<file path="config.mk">
export PLATFORM = sky130hd
export DESIGN_NAME = wb_resp_mux
export DESIGN_NICKNAME = d
export VERILOG_FILES = /design/src/hdl/soc_pkg.sv /design/src/hdl/wb_resp_mux.sv
export VERILOG_INCLUDE_DIRS = /design/src /design/src/hdl
export SDC_FILE = /design/constraint.sdc
export NUM_CORES = 1
export LEC_CHECK = 0
export BUFFER_PORTS_ARGS = -buffer_cell sky130_fd_sc_hd__buf_2
export CORE_AREA = 2 2 69 71
export CTS_CLUSTER_SIZE = 8
export DETAILED_ROUTE_END_ITERATION = 8
export DIE_AREA = 0 0 71 73
export SYNTH_ARGS = -nofsm -noshare
export SYNTH_HDL_FRONTEND = slang
export SYNTH_SLANG_ARGS = --single-unit
</file>
<file path="constraint.sdc">
create_clock -name clk_i -period 1 [get_ports clk_i]
set_input_delay 0.2 -clock clk_i [delete_from_list [all_inputs] [get_ports clk_i]]
set_output_delay 0.2 -clock clk_i [all_outputs]
set_load 0.005 [all_outputs]
</file>
<file path="src/hdl/soc_defines.svh">
// =========================================================================
// Bus widths, address map and RAM sizing of the SoC bus fabric
// Included by the package, the RTL and the testbench
// =========================================================================
`ifndef SOC_DEFINES_SVH
`define SOC_DEFINES_SVH

// Bus and line widths
`define SOC_ADDR_W 32
`define SOC_DATA_W 32
`define SOC_LINE_W 128

// Main RAM depth in bus words and single read latency in cycles
`define SOC_RAM_WORDS 1024
`define SOC_RAM_LAT 4

// Region bases, decoded on address bits 31:28
`define SOC_RAM_BASE 32'h8000_0000
`define SOC_CLINT_BASE 32'h3000_0000

// CLINT register offsets inside its region
`define SOC_CLINT_MSIP 16'h0000
`define SOC_CLINT_CMP_LO 16'h4000
`define SOC_CLINT_CMP_HI 16'h4004
`define SOC_CLINT_TIME_LO 16'hBFF8
`define SOC_CLINT_TIME_HI 16'hBFFC

// Wishbone cycle type tags
`define SOC_CTI_CLASSIC 3'b000
`define SOC_CTI_INCR 3'b010
`define SOC_CTI_EOB 3'b111

// Slaves behind the decoder
`define SOC_NUM_SLV 2

`endif

</file>
<file path="src/hdl/soc_pkg.sv">
// =========================================================================
// Shared types of the bus fabric
// Request and response structs travel between decoder, slaves and mux
// =========================================================================
`include "soc_defines.svh"

package soc_pkg;

  // =========================================================================
  // Plain vector types
  // =========================================================================

  // Byte address on the bus
  typedef logic [`SOC_ADDR_W-1:0] wb_addr_t;

  // One bus word
  typedef logic [`SOC_DATA_W-1:0] wb_data_t;

  // One select bit per byte lane
  typedef logic [`SOC_DATA_W/8-1:0] wb_sel_t;

  // Cycle type tag
  typedef logic [2:0] wb_cti_t;

  // One RAM cache line
  typedef logic [`SOC_LINE_W-1:0] line_t;

  // One-hot slave select, bit 0 RAM and bit 1 CLINT
  typedef logic [`SOC_NUM_SLV-1:0] slave_sel_t;

  // =========================================================================
  // Bus structs
  // =========================================================================

  // Master side of a Wishbone classic transfer
  typedef struct packed {
    logic     cyc;
    logic     stb;
    logic     we;
    wb_addr_t adr;
    wb_sel_t  sel;
    wb_data_t dat;
    wb_cti_t  cti;
  } wb_req_t;

  // Slave side, ack and err are one-cycle pulses
  typedef struct packed {
    wb_data_t dat;
    logic     ack;
    logic     err;
  } wb_rsp_t;

  // RAM slave FSM
  typedef enum logic [1:0] {
    RAM_IDLE,
    RAM_WAIT,
    RAM_BURST
  } ram_state_e;

endpackage

</file>
<file path="src/hdl/wb_resp_mux.sv">
// =========================================================================
// Response multiplexer of the bus fabric
// Routes the selected slave's response back and answers unmapped
// strobes with a one-cycle err pulse
// =========================================================================
`timescale 1ns/1ps

module wb_resp_mux (
  input  logic                clk_i,
  input  logic                rst_ni,
  input  soc_pkg::slave_sel_t slave_sel_i,
  input  soc_pkg::wb_req_t    req_i,
  input  soc_pkg::wb_rsp_t    ram_rsp_i,
  input  soc_pkg::wb_rsp_t    clint_rsp_i,
  output soc_pkg::wb_rsp_t    rsp_o
);

  logic err_q;
  logic unmapped;

  // Strobe with no slave behind it
  assign unmapped = req_i.cyc & req_i.stb & (slave_sel_i == '0);

  // Err pulse, not repeated for the same strobe
  always_ff @(posedge clk_i or negedge rst_ni) begin
    if (!rst_ni) begin
      err_q <= 1'b0;
    end else begin
      err_q <= unmapped & ~err_q;
    end
  end

  always_comb begin
    rsp_o = '{dat: '0, ack: 1'b0, err: err_q};
    if (slave_sel_i[0]) begin
      // RAM
      rsp_o.dat = ram_rsp_i.dat;
      rsp_o.ack = ram_rsp_i.ack;
      rsp_o.err = err_q | ram_rsp_i.err;
    end else if (slave_sel_i[1]) begin
      // CLINT
      rsp_o.dat = clint_rsp_i.dat;
      rsp_o.ack = clint_rsp_i.ack;
      rsp_o.err = err_q | clint_rsp_i.err;
    end
  end

endmodule

</file>
After elaboration in Yosys (flattened, before gate mapping)
Index checks and enable logic that the tools add are counted.
{"block": "classes", "magnitude_cmp": 0, "n_addsub": 0, "bitwise_logic": 6, "muxes": 2, "div_mod_pow": 0, "reduce_logical": 1, "mul": 0, "eq_ne": 0, "shifts": 0}
{"op": "two-way mux 34 bit", "count": 2}
{"op": "bitwise AND 1 bit", "count": 3}
{"op": "logical NOT 2 bit", "count": 1}
{"op": "bitwise OR 1 bit", "count": 2}
{"op": "inverter 1 bit", "count": 1}
{"block": "word_totals", "n_memories": 0, "regBits": 1, "latchBits": 0, "rom_bits": 0, "mem_bits_rw": 0}

Depth between registers and ports, before layout
Gate-level depths: netlist of the first run.
{"block": "depth", "word_depth": 3, "ltp_mapped": 5}

Least setup slack after synthesis of the first run
Ideal clock, no wire load.
{"block": "synth_path", "path_type": "input port to output port", "from": "input slave_sel_i[0]", "to": "output rsp_o[10] (netlist bit)", "arrival_time_ps": 778, "path_stages": 5, "slack_ps": 22, "path_cell_list": "buf_6 -> nor2b_4 -> buf_6 -> buf_6 -> a22o_1"}
{"item": "start, declared", "line_no": "wb_resp_mux.sv:11", "rtl": "input soc_pkg::slave_sel_t slave_sel_i,"}
{"item": "end, declared", "line_no": "wb_resp_mux.sv:15", "rtl": "output soc_pkg::wb_rsp_t rsp_o"}

==> results of run 1 <==
## cell usage in the layout, fill, tap and decap left out, drive strengths merged
| cell | synthesis | final |
|---|---|---|
| nor2b | 1 | 1 |
| buf | 8 | 116 |
| a22o | 32 | 32 |
| a221o | 1 | 1 |
| dlygate4sd3 | 0 | 1 |
| o21ai | 1 | 1 |
| dfrtp | 1 | 1 |
| nand2 | 3 | 3 |
| nor4 | 1 | 1 |
## power by group through the flow
| stage | clock [mW] | sequential, mW | combinational (mW) |
|---|---|---|---|
| 2_1_floorplan | 0 | 0.0427 | 0.183 |
| 3_3_place_gp | 0 | 0.0428 | 0.437 |
| 3_5_place_dp | 0 | 0.0429 | 0.442 |
| 4_1_cts | 0 | 0.0429 | 0.466 |
| 5_1_grt | 0 | 0.0430 | 0.515 |
| 6_report | 0 | 0.0429 | 0.464 |
## logic make-up after synthesis
family	share of synthesized area, %
AO/OA/AOI/OAI	68.8
flip-flops	5.83
AND/OR/NAND/NOR	7.29
buffers and inverters	18.1
## layer usage
layer	vias to the layer above	track usage, %	wire length (um)
li1	425	-	-
met1	349	10.5	974
met2	60	13.6	1100
met3	0	6.08	525
met4	0	0	0
met5	-	0	0
## worst max-delay path, cell delays in order
cell,delay [ns]
buf_6,0.09
nor2b_4,0.14
buf_6,0.11
a221o_1,0.30
buf_2,0.13
## path summary, 6_finish.rpt
check	startpoint	endpoint	slack, ns	cells past startpoint
max	slave_sel_i[1]	rsp_o[0]	-0.18	5
min	req_i[72]	err_q$_DFF_PN0_	0.43	3
max reg2reg	err_q$_DFF_PN0_	err_q$_DFF_PN0_	0.33	1
min reg2reg	err_q$_DFF_PN0_	err_q$_DFF_PN0_	0.43	1
max in group asynchronous	rst_ni	err_q$_DFF_PN0_	0.40	2
min in group asynchronous	rst_ni	err_q$_DFF_PN0_	0.51	2
## metrics by stage
| step | cell area (um2) | std cells | hold WS, ns | util, % |
|---|---|---|---|---|
| 2_1_floorplan | 429 | 48 | -0.0956 | - |
| 3_3_place_gp | 1010 | 207 | -0.0225 | 22.3 |
| 3_5_place_dp | 1010 | 207 | -0.0217 | 22.3 |
| 4_1_cts | 1070 | 211 | 0.436 | 23.6 |
| 5_1_grt | 1080 | 211 | 0.456 | 23.8 |
| 6_report | 1080 | 211 | 0.433 | 23.8 |
## final cells by class
class                   instances  area, um2  share of cell area (%)
repair buffers                117        659                    61.1
well taps                      54       67.6                    6.26
flip-flops and latches          1       25.0                    2.32
multi-input cells              39        327                    30.3
## repair_timing
item / 4_1_cts / 5_1_grt
gates resized for setup: 7 / 1
hold endpoints to repair: 1 / 0
setup buffers: 3 / 0
pin swaps: 2 / 2
setup endpoints to repair: 34 / 34
hold buffers: 1 / 0
==> qor.log, run 1 <==
INFO  outcome        failed_checks=setup timing
INFO  routing        firstDrtPassIters=3
INFO  power          power.share.combinational=91.5%
INFO  final_layout   layout-drive-gt1-share=74.5%
INFO  timing         finalHoldViolCount=0
INFO  timing         setup_slack=-0.178ns
INFO  critical_path  crit_path_category=in -> out
INFO  timing         final-max-slew-violation-count=0
INFO  floorplan      fp.coreArea=0.00454mm2
INFO  global_route   initial_antenna_violation_count=0
INFO  power          p_sw_share=34.9%
INFO  floorplan      die_height=73um
INFO  timing         clock.fmax=0.849GHz
INFO  global_route   first_global_vias=752
INFO  power          p_leak=0.652nW
INFO  critical_path  crit_arrival=0.98ns
INFO  floorplan      floorplan.die_area=0.00518mm2
INFO  clock_tree     clkTransAtPathRegs=0ns
INFO  power          netSwitchingPower=0.177mW
INFO  timing         layout_min_cycle_time=1.18ns
INFO  floorplan      io_pins=180
INFO  power          p_clk_share=0%
INFO  power          power.sequential.fraction=8.5%
INFO  routing        ant_nets=0
INFO  routing        viasPerCell=3.95
INFO  floorplan      die_width=71um
INFO  timing         setup-violations-final=33
INFO  placed_design  gp_congestion=0.690
INFO  logic_synthesis yosysTopAreaCellShare=65.3%
INFO  timing         part_of_the_cycle_the_worst_path_needs=118%
INFO  logic_synthesis post_synthesis_sequential_area_ratio=5.83%
INFO  critical_path  setup.worst_path.start_class=primary input
INFO  floorplan      initial_utilization=9.46%
INFO  power          powerDensity=470mW/mm2
INFO  routing        wl=2.60mm
INFO  placed_design  placement.io_buffers=107
INFO  logic_synthesis synth_cell_types=9
INFO  final_layout   areaGrowthSynthToFinish=151%
INFO  final_layout   finalNetCount=305
INFO  routing        drc=0
INFO  floorplan      core.rowCount=25
INFO  power          power.internal=0.330mW
INFO  logic_synthesis synth_ff_type=dfrtp_1
INFO  logic_synthesis synth.avg_cell_area=8.94um2
INFO  logic_synthesis netlist_top_cells_count=a22o_1 (32), buf_6 (6), nand2_1 (3), buf_2 (2)
INFO  hold_path      worst_min_delay_path_category=in -> reg
INFO  routing        dr.first_iter.drc_count=15
INFO  critical_path  required=0.80ns
INFO  logic_synthesis netlist_top_cells_area=a22o_1 (65%), buf_6 (16%), dfrtp_1 (5.8%)
INFO  global_route   maximum_number_of_pins_on_one_net_before_global_route_repair=34
INFO  final_layout   registers.top_by_ff_count=err_q
INFO  timing         timing.clock.skew=0ns
INFO  critical_path  timing.critical_path.fanout_max=5
INFO  critical_path  kind_of_end_point_of_the_critical_path=primary output
INFO  timing         setup_repair_after_global_routing_missed_its_margin=yes
INFO  final_layout   reg.largest.list=err_q (1)
INFO  routing        wl_per_cell=12.3um
INFO  timing         worst_slew_pin_slew=0.195ns
INFO  logic_synthesis yosys_register_bits=1
INFO  global_route   globalRouteTotalUtil=8.69%
INFO  clock_tree     clock_insertion_delay_worst_skew=0ns
INFO  logic_synthesis synthCells=48
INFO  final_layout   largest_register_ff_count=1
INFO  logic_synthesis postSynth.asyncResetShare=100%
INFO  power          p_total=0.507mW
INFO  global_route   wire_length_of_the_first_global_routing_pass=3.59mm
INFO  timing         timing.slew.headroom=86.9%
INFO  power          vdd.ir_drop.worst=0.130mV
INFO  final_layout   num_antenna_cells=0
INFO  routing        via_count=834
INFO  job            cap_violations=0
INFO  final_layout   layout.filler_cells=499
INFO  global_route   grt_overflow=0
INFO  logic_synthesis synth-edff-count=0
INFO  placed_design  place_hpwl=2.27mm
INFO  placed_design  post-place-ws=-0.247ns
INFO  timing         timing.setup.tns=-3.41ns
INFO  logic_synthesis post_synth_instance_area=429um2
INFO  outcome        run_status=finished, violations left
INFO  logic_synthesis synth_largest_area_cell=a22o_1
INFO  logic_synthesis synth_nets=194
INFO  logic_synthesis ys_warn_count=0
INFO  logic_synthesis top_count_cell_post_synth=a22o_1
(Power assumes the default switching activity.)
==> inputs of run 2 (changes only) <==
- ABC_CLOCK_PERIOD_IN_PS: not set -> 1000
- TNS_END_PERCENT: not set -> 20
==> qor.log, run 2 (synthesized netlist as in run 1, its figures left out) <==
INFO  critical_path  kind_of_end_point_of_the_critical_path=primary output
INFO  routing        ant_nets=0
INFO  floorplan      core.rowCount=25
INFO  routing        dr.first_iter.drc_count=15
INFO  final_layout   registers.top_by_ff_count=err_q
INFO  final_layout   areaGrowthSynthToFinish=151%
INFO  routing        wl=2.61mm
INFO  critical_path  setup.worst_path.start_class=primary input
INFO  timing         worst_slew_pin_slew=0.195ns
INFO  critical_path  crit_path_category=in -> out
INFO  global_route   globalRouteTotalUtil=8.69%
INFO  critical_path  reg_to_reg_startpoint=err_q$_DFF_PN0_
INFO  floorplan      die_height=73um
INFO  final_layout   num_antenna_cells=0
INFO  power          p_leak=0.652nW
INFO  routing        via_count=838
INFO  floorplan      fp.coreArea=0.00454mm2
INFO  outcome        run_status=finished, violations left
INFO  final_layout   largest_register_ff_count=1
INFO  critical_path  crit_arrival=0.98ns
INFO  routing        drc=0
INFO  global_route   first_global_vias=756
INFO  placed_design  place_hpwl=2.27mm
INFO  hold_path      min_from=req_i[72]
INFO  routing        wl_per_cell=12.4um
INFO  timing         timing.slew.headroom=86.9%
INFO  critical_path  critPathBufInv=3
INFO  floorplan      io_pins=180
INFO  timing         final-max-slew-violation-count=0
INFO  job            cap_violations=0
INFO  timing         part_of_the_cycle_the_worst_path_needs=118%
INFO  global_route   maximum_number_of_pins_on_one_net_before_global_route_repair=34
INFO  critical_path  required=0.80ns
INFO  floorplan      floorplan.die_area=0.00518mm2
INFO  final_layout   final_common_cell=buf_2
INFO  floorplan      die_width=71um
INFO  global_route   initial_antenna_violation_count=0
INFO  critical_path  timing.critical_path.fanout_max=5
INFO  placed_design  placement.io_buffers=107
INFO  global_route   grt_overflow=0
INFO  timing         clock.fmax=0.849GHz
INFO  timing         layout_min_cycle_time=1.18ns
INFO  critical_path  crit_path_top_delay_cell=a221o_1
INFO  timing         timing.setup.tns=-3.46ns
INFO  clock_tree     clkTransAtPathRegs=0ns
INFO  critical_path  cp_cell_sequence=buf_6 -> nor2b_4 -> buf_6 -> a221o_1 -> buf_2
INFO  final_layout   finalNetCount=305
INFO  placed_design  gp_congestion=0.690
INFO  timing         finalHoldViolCount=0
INFO  final_layout   highest_count_cells_in_the_layout_ignoring_fill_and_taps=buf_2 (104), a22o_1 (32), buf_6 (5), buf_4 (5), nand2_1 (3)
INFO  power          p_total=0.509mW
INFO  hold_path      worst_min_delay_path_category=in -> reg
INFO  final_layout   reg.largest.list=err_q (1)
INFO  routing        viasPerCell=3.97
INFO  critical_path  crit_family=buffers and inverters
INFO  clock_tree     clock_insertion_delay_worst_skew=0ns
INFO  power          powerDensity=472mW/mm2
INFO  critical_path  timing.critical_path.slowest_cell_delay=0.30ns
INFO  timing         setup-violations-final=33
INFO  outcome        failed_checks=setup timing
INFO  critical_path  crit_path_frequent_cell=buf_6
INFO  power          vdd.ir_drop.worst=0.130mV
INFO  timing         finalHoldWorstSlack=0.433ns
INFO  timing         timing.clock.skew=0ns
INFO  floorplan      initial_utilization=9.46%
INFO  critical_path  startpoint=slave_sel_i[1]
INFO  routing        firstDrtPassIters=2
INFO  timing         setup_repair_after_global_routing_missed_its_margin=yes
INFO  placed_design  post-place-ws=-0.247ns
INFO  final_layout   layout-drive-gt1-share=74.5%
INFO  final_layout   postLayoutCoreUtil=23.8%
INFO  global_route   wire_length_of_the_first_global_routing_pass=3.59mm
INFO  timing         setup_slack=-0.178ns
-- run 2: what timing repair did --
item	4_1_cts	5_1_grt
buffers inserted	3	0
hold endpoints to repair	1	0
gates resized for setup	7	1
hold buffers	1	0
setup endpoints to repair	34	34
pin swaps	4	3
-- run 2: final timing paths --
check                                        to  slack [ns]  depth (start not counted)
max in group asynchronous       err_q$_DFF_PN0_        0.40                          2
worst max-delay path                   rsp_o[0]       -0.18                          5
worst max register to register  err_q$_DFF_PN0_        0.33                          1
worst min-delay path            err_q$_DFF_PN0_        0.43                          3
worst min register to register  err_q$_DFF_PN0_        0.43                          1
min in group asynchronous       err_q$_DFF_PN0_        0.51                          2
-- run 2: through the flow --
stage,cells,cell area (um2)
detailed placement,207,1010
finish,211,1080
floorplan,48,429
CTS,211,1070
global route,211,1080
global placement,207,1010
-- run 2: layout make-up --
type / count / area (um2)
Fill cell: 499 / 3460
Timing Repair Buffer: 117 / 659
Multi-Input combinational cell: 39 / 327
Tap cell: 54 / 67.6
Sequential cell: 1 / 25.0
-- run 2: where the power goes --
part,switching [mW],internal [mW],total [mW]
combinational,0.178,0.288,0.466
clock,0,0,0
sequential,0.000644,0.0422,0.0429
-- run 2: layer usage --
layer	track usage (%)	up-vias	routed length (um)
li1	-	425	-
met1	10.5	353	994
met2	13.6	60	1100
met3	6.08	0	519
met4	0	0	0
met5	0	-	0
